`config.mk`:
```
export PLATFORM = sky130hd
export DESIGN_NAME = cnrom_mapper
export DESIGN_NICKNAME = d
export VERILOG_FILES = /design/src/verilog/mapper_cfg_pkg.sv /design/src/verilog/nes_bus_pkg.sv /design/src/verilog/cnrom_cpu_map.sv /design/src/verilog/cnrom_data_merge.sv /design/src/verilog/cnrom_mapper.sv /design/src/verilog/cnrom_ppu_map.sv
export SDC_FILE = /design/constraint.sdc
export NUM_CORES = 1
export LEC_CHECK = 0
export BUFFER_PORTS_ARGS = -buffer_cell sky130_fd_sc_hd__buf_2
export CORE_AREA = 2 2 86 88
export CTS_CLUSTER_SIZE = 14
export DETAILED_ROUTE_END_ITERATION = 12
export DIE_AREA = 0 0 88 90
export HOLD_SLACK_MARGIN = 0.15
export PLACE_DENSITY = 0.59
export SLEW_MARGIN = 20
export SYNTH_ARGS = -nofsm -noshare
export SYNTH_HDL_FRONTEND = slang
export SYNTH_SLANG_ARGS = --single-unit
```
`constraint.sdc`:
```
create_clock -name m2 -period 1.5 [get_ports m2]
set_input_delay 0.3 -clock m2 [delete_from_list [all_inputs] [get_ports m2]]
set_output_delay 0.3 -clock m2 [all_outputs]
set_load 0.02 [all_outputs]
```
`src/verilog/mapper_cfg_pkg.sv`:
```
`default_nettype none

package mapper_cfg_pkg;

	// board variant as given by the cartridge header
	typedef enum logic [3:0]
	{
		sub_plain        = 4'd0,
		sub_alt          = 4'd1,
		sub_bus_conflict = 4'd2  // bank write is ANDed with the rom byte
	} submapper_t;

	// cartridge configuration, static while the game runs
	typedef struct packed
	{
		logic [7:0] map_idx;   // mapper number, read back by the save-state engine
		submapper_t map_sub;
		logic       mir_v;     // 1 = vertical mirroring
		logic       chr_ram;   // 1 = chr is writable ram
	} sys_cfg_t;

	// save-state engine access to mapper registers
	typedef struct packed
	{
		logic       act;       // engine owns the mapper registers
		logic       we_reg;    // register write strobe
		logic [7:0] addr;
		logic [7:0] dato;      // value to restore
	} sst_bus_t;

	// register addresses seen by the save-state engine
	localparam logic [7:0] sst_reg_bank   = 8'd0;
	localparam logic [7:0] sst_reg_idx    = 8'd127;

	// returned for any unused register address
	localparam logic [7:0] sst_idle_value = 8'hff;

endpackage

`default_nettype wire

```
`src/verilog/nes_bus_pkg.sv`:
```
`default_nettype none

package nes_bus_pkg;

	import mapper_cfg_pkg::*;

	// cpu side of the cartridge edge
	typedef struct packed
	{
		logic [15:0] addr;
		logic [7:0]  data;  // value written by the cpu
		logic        rw;    // 1 = read
	} cpu_bus_t;

	// ppu side, strobes active low as on the connector
	typedef struct packed
	{
		logic [13:0] addr;
		logic [7:0]  data;
		logic        oe;
		logic        we;
	} ppu_bus_t;

	// controls for one external memory
	typedef struct packed
	{
		logic        ce;
		logic        oe;
		logic        we;
		logic [16:0] addr;  // unused upper bits stay zero
		logic [7:0]  dati;
	} mem_ctrl_t;

	typedef struct packed
	{
		cpu_bus_t   cpu;
		ppu_bus_t   ppu;
		sys_cfg_t   cfg;
		sst_bus_t   sst;
		logic [7:0] prg_do;
		logic [7:0] chr_do;
		logic [7:0] srm_do;
	} map_in_t;

	typedef struct packed
	{
		mem_ctrl_t  prg;
		mem_ctrl_t  chr;
		mem_ctrl_t  srm;
		logic       map_cpu_oe;
		logic [7:0] map_cpu_do;
		logic       map_ppu_oe;
		logic [7:0] map_ppu_do;
		logic       ciram_a10;
		logic       ciram_ce;
		logic       bus_cf;
		logic       irq;
		logic [7:0] sst_di;
	} map_out_t;

	// fixed windows of the board
	localparam logic [15:0] srm_base = 16'h6000;
	localparam int srm_addr_w = 13;  // 8 KB save ram
	localparam int prg_addr_w = 15;  // 32 KB prg rom, no banking
	localparam int chr_addr_w = 13;  // 8 KB chr window
	localparam int chr_bank_w = 4;

endpackage

`default_nettype wire
```
`src/verilog/cnrom_cpu_map.sv`:
```
`default_nettype none

module cnrom_cpu_map
	import mapper_cfg_pkg::*, nes_bus_pkg::*;
(
	input  logic                  m2,
	input  logic                  rst_n,
	input  cpu_bus_t              cpu,
	input  sys_cfg_t              cfg,
	input  sst_bus_t              sst,
	input  logic [7:0]            prg_do,
	output mem_ctrl_t             prg,
	output mem_ctrl_t             srm,
	output logic [chr_bank_w-1:0] chr_bank,
	output logic                  bus_cf,
	output logic [7:0]            sst_di
);

	logic [7:0] bank_wr;  // value a cpu write would latch
	logic       cpu_bank_we;

	// save ram sits in the 6000-7fff window
	always_comb
	begin
		srm      = '0;
		srm.ce   = cpu.addr[15:13] == srm_base[15:13];
		srm.oe   = cpu.rw;
		srm.we   = !cpu.rw;
		srm.addr[srm_addr_w-1:0] = cpu.addr[srm_addr_w-1:0];
		srm.dati = '0;  // write data joined at the top level
	end

	// prg rom fills the upper half and is never written
	always_comb
	begin
		prg      = '0;
		prg.ce   = cpu.addr[15];
		prg.oe   = cpu.rw;
		prg.we   = 1'b0;
		prg.addr[prg_addr_w-1:0] = cpu.addr[prg_addr_w-1:0];
		prg.dati = '0;
	end

	assign bus_cf = cfg.map_sub == sub_bus_conflict;

	// on conflict boards the rom drives the bus at the same time
	// so a bit stays high only where both sides drive it high
	assign bank_wr = bus_cf ? (cpu.data & prg_do) : cpu.data;

	assign cpu_bank_we = cpu.addr[15] && !cpu.rw;  // any write to 8000-ffff

	// latch at the end of the bus cycle
	always_ff @(negedge m2 or negedge rst_n)
	begin
		if (!rst_n)
			chr_bank <= '0;
		else if (sst.act)
		begin
			// cpu writes are ignored while the save-state engine is active
			if (sst.we_reg && sst.addr == sst_reg_bank)
				chr_bank <= sst.dato[chr_bank_w-1:0];
		end
		else if (cpu_bank_we)
			chr_bank <= bank_wr[chr_bank_w-1:0];
	end

	// save-state readback
	always_comb
	begin
		if (sst.addr == sst_reg_bank)
			sst_di = 8'(chr_bank);  // zero-extended bank
		else if (sst.addr == sst_reg_idx)
			sst_di = cfg.map_idx;
		else
			sst_di = sst_idle_value;
	end

endmodule

`default_nettype wire

```
`src/verilog/cnrom_data_merge.sv`:
```
`default_nettype none

module cnrom_data_merge
	import nes_bus_pkg::*;
(
	input  mem_ctrl_t  prg,
	input  mem_ctrl_t  srm,
	input  mem_ctrl_t  chr,
	input  logic [7:0] prg_do,
	input  logic [7:0] srm_do,
	input  logic [7:0] chr_do,
	output logic       cpu_oe,
	output logic [7:0] cpu_do,
	output logic       ppu_oe,
	output logic [7:0] ppu_do
);

	logic srm_rd;
	logic prg_rd;

	assign srm_rd = srm.ce && srm.oe;
	assign prg_rd = prg.ce && prg.oe;

	// cpu side drives the bus only on a selected read
	assign cpu_oe = srm_rd || prg_rd;

	// save ram wins when both windows would answer
	assign cpu_do = srm.ce ? srm_do : prg_do;

	assign ppu_oe = chr.ce && chr.oe;
	assign ppu_do = chr_do;  // chr is the only ppu source here

endmodule

`default_nettype wire

```
`src/verilog/cnrom_mapper.sv`:
```
`default_nettype none

module cnrom_mapper
	import mapper_cfg_pkg::*, nes_bus_pkg::*;
(
	input  logic     m2,
	input  logic     rst_n,
	input  map_in_t  mai,
	output map_out_t mao
);

	cpu_bus_t cpu;
	ppu_bus_t ppu;
	sys_cfg_t cfg;
	sst_bus_t sst;

	mem_ctrl_t             prg;
	mem_ctrl_t             srm;
	mem_ctrl_t             chr;
	logic [chr_bank_w-1:0] chr_bank;
	logic                  bus_cf;
	logic [7:0]            sst_di;
	logic                  ciram_a10;
	logic                  ciram_ce;
	logic                  cpu_oe;
	logic [7:0]            cpu_do;
	logic                  ppu_oe;
	logic [7:0]            ppu_do;

	assign cpu = mai.cpu;
	assign ppu = mai.ppu;
	assign cfg = mai.cfg;
	assign sst = mai.sst;

	cnrom_cpu_map cpu_map_i
	(
		.m2       (m2),
		.rst_n    (rst_n),
		.cpu      (cpu),
		.cfg      (cfg),
		.sst      (sst),
		.prg_do   (mai.prg_do),  // needed for bus conflict masking
		.prg      (prg),
		.srm      (srm),
		.chr_bank (chr_bank),
		.bus_cf   (bus_cf),
		.sst_di   (sst_di)
	);

	cnrom_ppu_map ppu_map_i
	(
		.ppu       (ppu),
		.cfg       (cfg),
		.chr_bank  (chr_bank),
		.chr       (chr),
		.ciram_a10 (ciram_a10),
		.ciram_ce  (ciram_ce)
	);

	cnrom_data_merge data_merge_i
	(
		.prg    (prg),
		.srm    (srm),
		.chr    (chr),
		.prg_do (mai.prg_do),
		.srm_do (mai.srm_do),
		.chr_do (mai.chr_do),
		.cpu_oe (cpu_oe),
		.cpu_do (cpu_do),
		.ppu_oe (ppu_oe),
		.ppu_do (ppu_do)
	);

	always_comb
	begin
		mao.prg        = prg;
		mao.prg.dati   = cpu.data;
		mao.srm        = srm;
		mao.srm.dati   = cpu.data;
		mao.chr        = chr;
		mao.chr.dati   = ppu.data;  // chr ram takes ppu write data
		mao.map_cpu_oe = cpu_oe;
		mao.map_cpu_do = cpu_do;
		mao.map_ppu_oe = ppu_oe;
		mao.map_ppu_do = ppu_do;
		mao.ciram_a10  = ciram_a10;
		mao.ciram_ce   = ciram_ce;
		mao.bus_cf     = bus_cf;
		mao.irq        = 1'b0;  // no interrupt source on this board
		mao.sst_di     = sst_di;
	end

endmodule

`default_nettype wire

```
`src/verilog/cnrom_ppu_map.sv`:
```
`default_nettype none

module cnrom_ppu_map
	import mapper_cfg_pkg::*, nes_bus_pkg::*;
(
	input  ppu_bus_t              ppu,
	input  sys_cfg_t              cfg,
	input  logic [chr_bank_w-1:0] chr_bank,
	output mem_ctrl_t             chr,
	output logic                  ciram_a10,
	output logic                  ciram_ce
);

	logic chr_sel;  // pattern table region 0000-1fff

	assign chr_sel = !ppu.addr[13];

	always_comb
	begin
		chr      = '0;
		chr.ce   = chr_sel;
		chr.oe   = !ppu.oe;
		chr.we   = cfg.chr_ram && !ppu.we && chr_sel;  // rom boards never write
		chr.addr = {chr_bank, ppu.addr[chr_addr_w-1:0]};
		chr.dati = '0;  // filled in at the top level
	end

	// a10 for vertical, a11 for horizontal mirroring
	assign ciram_a10 = cfg.mir_v ? ppu.addr[10] : ppu.addr[11];
	assign ciram_ce  = !ppu.addr[13];

endmodule

`default_nettype wire

```
==> reports/results.txt, run 1 <==
Status: finished with violations
Failing checks: negative setup slack
Worst-Skew Late Latency: 0.24 ns
Hold Vio Cnt, Final: 0
Max cap viols: 0
Drt via density: 3.73
Grt peak-use layer: met2
First-pass GRT wire length: 5800 microns
Initial antenna violation count: 0
CTS tree: yes
Layout cells sized above 1: 0.802
Reg with most FFs: cpu_map_i.chr_bank
Initial Util: 0.172
Cell count after placement: 301
Worst r2r dst: cpu_map_i.chr_bank[3]$_DFFE_NN0P_
CP endpoint kind: register
Post-Route WL: 4160 microns
Crit path max-delay family: simple AND/OR/NAND/NOR gates
Leak Pwr: 0.000921 uW
Seq/Total Area, Yosys: 0.0827
Area growth, synth to finish: 44.0%
Synth Flop Type: dfrtn_1
RSZ-0062 raised after global routing: true
Pre-CTS setup slack: -0.868 ns
Total congestion overflow: 0
WP data required: 0.83 ns
Clk buf depth: 2
Met3 Resource Use GR: 0.0367
Drt first pass iters: 6
Setup CP Type: input pin to register
Worst reg2reg path depth: 4
Finished Cell Area: 1740 sq um
DP Area: 1340 sq um
Slowest cell on crit path: or4b_4
Die width: 88 microns
Hpwl dp: 3420 microns
Crit path DAT: 1.42 ns
Via count: 1,160
Post-route DRC: 0
Startpoint Class: input pin
Tot GR Track Use: 0.0943
Worst Hold Class: input pin to asynchronous set/reset pin
Vias in the first global route: 1,163
Nets: 321
DIE HEIGHT: 90 microns
Mean Syn Cell Area: 7.24 sq um
Antenna viol nets, final: 0
Core area: 7020 sq um
Post-cts hold buffer count: 0
Max reg flops: 4
Initial DRC Count: 6
Worst r2r src: cpu_map_i.chr_bank[3]$_DFFE_NN0P_
WP buf/inv: 1
Slowest stage delay, CP: 0.58 ns
Setup-failing EPs final: 20
# diodes: 0
H-Tree Level Count: 1
Crit path max fanout: 5
Mapped cell area: 1210 sq um
Clk sinks: 4
Setup ws final: -0.594 ns
Flops & latches, synth: 4
Die area: 7920 sq um
Placer Congestion: 0.723
Post-DR wirelength/cell: 13.4 microns
Ports: 221
Worst path cell trace: buf_6 > or4b_4 > o21ai_2 > o21ai_1 > mux2_4
Largest net degree at the start of global routing: 9
Largest regs: cpu_map_i.chr_bank x4
Cell count after synthesis: 167
Synth Warn #: 0
Post-synth cell types: 24
Reg clk slew, reported paths: 0.03 ns
Async set or reset register ratio after synthesis: 1.00
Slew Viols, Final: 0
Reg-to-reg slack, setup: 0.35 ns
Setup skew after layout: 0 ns
VDD IR max: 0.000234 V
Cts bufs inserted: 3
Clock root cell: clkbuf_8
Fin cells: 311
M2 GR Usage: 0.198
Row count: 31
Power per cell area: 558 nW/um^2
EDFF count, synth: 0
IO buf count: 103
M1 GR Usage: 0.0713
==> cell usage after synthesis (all sizes together) (2+ instances only) <==
cell,n,area share
mux2,5,0.059
buf,91,0.57
dfrtn,4,0.083
o21ai,8,0.033
nand2,31,0.098
o21a,4,0.025
o22a,4,0.029
inv,6,0.019
nor2,2,0.0062
nor4,2,0.010
==> layout make-up <==
cell class,instances,area (sq um)
clock buffers,3,41.3
fillers,756,5280
inverters,6,30.0
multi-input cells,72,548
flip-flops and latches,4,100
well taps,99,124
repair buffers,126,890
repair inverters,1,8.76
==> report_power, final <==
group          leakage [uW]  switching (uW)  internal [uW]  total [uW]
Sequential        0.0000485            23.9            134         158
Clock             0.0000216            53.7            171         225
Combinational      0.000851             269            320         589
==> placed cells by master (no fill, tap or decap), drive strengths merged, types with 3 or more instances in the layout <==
cell / netlist / final
mux2: 5 / 5
conb: 1 / 8
nand2: 31 / 31
buf: 91 / 126
o22a: 4 / 4
o21ai: 8 / 8
clkbuf: 1 / 3
inv: 6 / 7
dfrtn: 4 / 4
o21a: 4 / 4
==> metrics by stage <==
step	power (uW)	utilization	hold WS [ns]	TNS (ns)
floorplan	654	-	0.618	-4.13
global placement	592	0.191	0.579	-7.08
detailed placement	596	0.191	0.582	-7.41
CTS	926	0.233	0.497	-6.60
global route	1030	0.248	0.506	-7.22
finish	972	0.248	0.498	-6.63
==> worst max path at each step <==
stage                                                    to  slack (ns)  cells after the start     from
after floorplan           cpu_map_i.chr_bank[2]$_DFFE_NN0P_       -0.69                      4  mai[44]
after global placement    cpu_map_i.chr_bank[3]$_DFFE_NN0P_       -0.83                      5  mai[44]
after detailed placement  cpu_map_i.chr_bank[3]$_DFFE_NN0P_       -0.87                      5  mai[44]
after CTS                 cpu_map_i.chr_bank[1]$_DFFE_NN0P_       -0.60                      5  mai[44]
after global routing      cpu_map_i.chr_bank[1]$_DFFE_NN0P_       -0.63                      5  mai[44]
final                     cpu_map_i.chr_bank[1]$_DFFE_NN0P_       -0.59                      5  mai[44]
==> logic make-up (layout without fill, tap and decap cells) <==
kind of cell,after synthesis,count (layout),synth area share
DFF,4,4,0.0827
and+or+nand+nor,41,41,0.155
other,1,8,0.00310
AOI/OAI and AO/OA,18,18,0.108
muxes,5,5,0.0589
buffers and inverters,98,136,0.593
==> per-layer routing <==
| layer | vias up | part of all wire |
|---|---|---|
| met4 | 0 | 0.020 |
| met3 | 15 | 0.12 |
| li1 | 533 | - |
| met5 | - | 0 |
| met1 | 503 | 0.28 |
| met2 | 109 | 0.57 |
==> timing repair <==
action                                  CTS  global route
setup buffers                             3             3
gates cloned                              1             0
pin swaps                                16             8
gates resized for setup                  67            21
endpoints found under the setup margin   25            24
(Power assumes the default switching activity.)
==> inputs of run 2 (changes only) <==
- ABC_AREA: default -> 1
- CORE_AREA: 2 2 86 88 -> 2 2 85 87
- DIE_AREA: 0 0 88 90 -> 0 0 87 89
- PLACE_DENSITY: 0.59 -> 0.62
==> reports/results.txt, run 2 <==
Status: finished with violations
Failing checks: negative setup slack
Met3 Resource Use GR: 0.0259
Worst path cell trace: nor2_2 > nor2_2 > buf_6
First-pass GRT wire length: 4910 microns
# diodes: 0
Area growth, synth to finish: 26.3%
Hold Vio Cnt, Final: 0
Synth Flop Type: dfrtn_1
Pre-CTS setup slack: -0.504 ns
CP endpoint kind: output pin
H-Tree Level Count: 1
Post-Route WL: 3520 microns
Crit path max fanout: 3
Setup ws final: -0.504 ns
Nets: 356
Drt first pass iters: 4
EDFF count, synth: 0
Hpwl dp: 2930 microns
Worst reg2reg path depth: 4
Synth Area in Compound Gates: 0.0345
Slowest cell on crit path: dfrtn_1
Reg with most FFs: cpu_map_i.chr_bank
Seq/Total Area, Yosys: 0.0766
Slowest stage delay, CP: 0.46 ns
Post-Synth XOR/XNOR Area: 0
Grt peak-use layer: met2
M2 GR Usage: 0.135
Cell count after placement: 317
Worst r2r dst: cpu_map_i.chr_bank[0]$_DFFE_NN0P_
Die width: 87 microns
Cts bufs inserted: 3
Ports: 221
Clock root cell: clkbuf_8
Top cells by area, synth: buf_4 52%, nand2_1 12%, dfrtn_1 7.7%, nor2_1 6.3%, inv_1 5.5%
Synth Area in Simple Gates: 0.285
Cell taking the most area after synthesis: buf_4
Die area: 7740 sq um
M1 GR Usage: 0.0898
Clk buf depth: 2
WP data required: 1.20 ns
Startpoint Class: register
Via count: 1,205
VDD IR max: 0.000185 V
Worst r2r src: cpu_map_i.chr_bank[0]$_DFFE_NN0P_
Reg-to-reg slack, setup: 0.60 ns
Setup CP Type: register to output pin
Post-cts hold buffer count: 0
RSZ-0062 raised after global routing: true
Power per cell area: 516 nW/um^2
Post-DR wirelength/cell: 10.7 microns
Flops & latches, synth: 4
Total congestion overflow: 0
Setup-failing EPs final: 16
Initial DRC Count: 32
CTS tree: yes
Slew Viols, Final: 0
Cell count after synthesis: 211
Largest net degree at the start of global routing: 14
Async set or reset register ratio after synthesis: 1.00
Fin cells: 327
Row count: 30
Worst Hold Class: input pin to asynchronous set/reset pin
Antenna viol nets, final: 0
Crit path DAT: 1.70 ns
Placer Congestion: 0.666
Commonest non-fill, non-tap cell in the layout: buf_2
Core area: 6720 sq um
IO buf count: 103
Post-synth cell types: 20
Tot GR Track Use: 0.0816
Vias in the first global route: 1,070
Commonest non-fill, non-tap cells in the layout: 82 x buf_2, 40 x nand2_1, 18 x inv_1, 18 x buf_6, 15 x buf_4
Worst-Skew Late Latency: 0.24 ns
Max cap viols: 0
DIE HEIGHT: 89 microns
Leak Pwr: 0.000942 uW
Initial Util: 0.194
Mapped cell area: 1310 sq um
Yosys top cell area share: 0.523
Layout cells sized above 1: 0.607
Synth Area in Adders: 0
Most frequent cells after synthesis: 91 x buf_4, 42 x nand2_1, 22 x nor2_1, 19 x inv_1, 8 x o21ai_0
Count leader, synth: buf_4
Clk sinks: 4
Drt via density: 3.69
Synth Warn #: 0
Mean Syn Cell Area: 6.19 sq um
Max reg flops: 4
Post-route DRC: 0
Largest regs: cpu_map_i.chr_bank x4
Most common cell on crit path: nor2_2
Multiplexer share of the synthesized area: 0.00862
Initial antenna violation count: 0
Largest family of logic cells by synthesized area: buffers and inverters
Setup skew after layout: 0 ns
Reg clk slew, reported paths: 0.03 ns
-- run 2: repair_timing --
action                     in CTS  in global routing
gates resized for setup        32                 28
setup endpoints to repair      16                 21
cloned                          0                  0
buffers inserted                5                  2
pin swaps                      15                  4
-- run 2: per-layer routing --
metal / vias up / routed length [microns]
met2: 84 / 1720
met5: - / 0
li1: 612 / -
met1: 499 / 1340
met4: 0 / 89
met3: 10 / 365
-- run 2: how the worst max path moves through the flow --
| stage | endpoint | depth (start not counted) | startpoint |
|---|---|---|---|
| 2_1_floorplan | mao[0] | 2 | cpu_map_i.chr_bank[0]$_DFFE_NN0P_ |
| 3_3_place_gp | cpu_map_i.chr_bank[3]$_DFFE_NN0P_ | 7 | mai[44] |
| 3_5_place_dp | cpu_map_i.chr_bank[3]$_DFFE_NN0P_ | 7 | mai[44] |
| 4_1_cts | mao[1] | 3 | cpu_map_i.chr_bank[1]$_DFFE_NN0P_ |
| 5_1_grt | mao[1] | 3 | cpu_map_i.chr_bank[1]$_DFFE_NN0P_ |
| 6_report | mao[2] | 3 | cpu_map_i.chr_bank[2]$_DFFE_NN0P_ |
-- run 2: report_power, final --
part,switching (uW),internal (uW)
Sequential,18.1,129
Combinational,257,226
Clock,51.7,171
Total,327,526
-- run 2: stage by stage --
stage	utilization	TNS, ns	hold slack [ns]	area (sq um)	total power (uW)
2_1_floorplan	-	-2.35	0.592	1350	634
3_3_place_gp	0.198	-3.94	0.504	1330	521
3_5_place_dp	0.198	-4.04	0.506	1330	525
4_1_cts	0.226	-4.56	0.497	1520	820
5_1_grt	0.246	-5.56	0.504	1650	909
6_report	0.246	-4.64	0.498	1650	852
-- run 2: cell type report --
cell class	instances	area, sq um
Clock buffer	3	41.3
Timing Repair Buffer	118	763
Fill cell	741	5070
Inverter	21	87.6
Multi-Input combinational cell	101	558
Tap cell	80	100
Sequential cell	4	100
-- run 2: cell families (layout without fill, tap and decap cells) --
logic type | after synthesis | after routing
AND/OR/NAND/NOR | 83 | 83
multiplexers | 1 | 1
flip-flops | 4 | 4
buffers and inverters | 113 | 142
AO/OA/AOI/OAI | 9 | 9
other | 1 | 8
-- run 2: critical path: cells and delay by family, from the launching register on --
kind,cells,cell delay [ns]
flops,1,0.46
buf+inv,1,0.12
simple gates,2,0.13
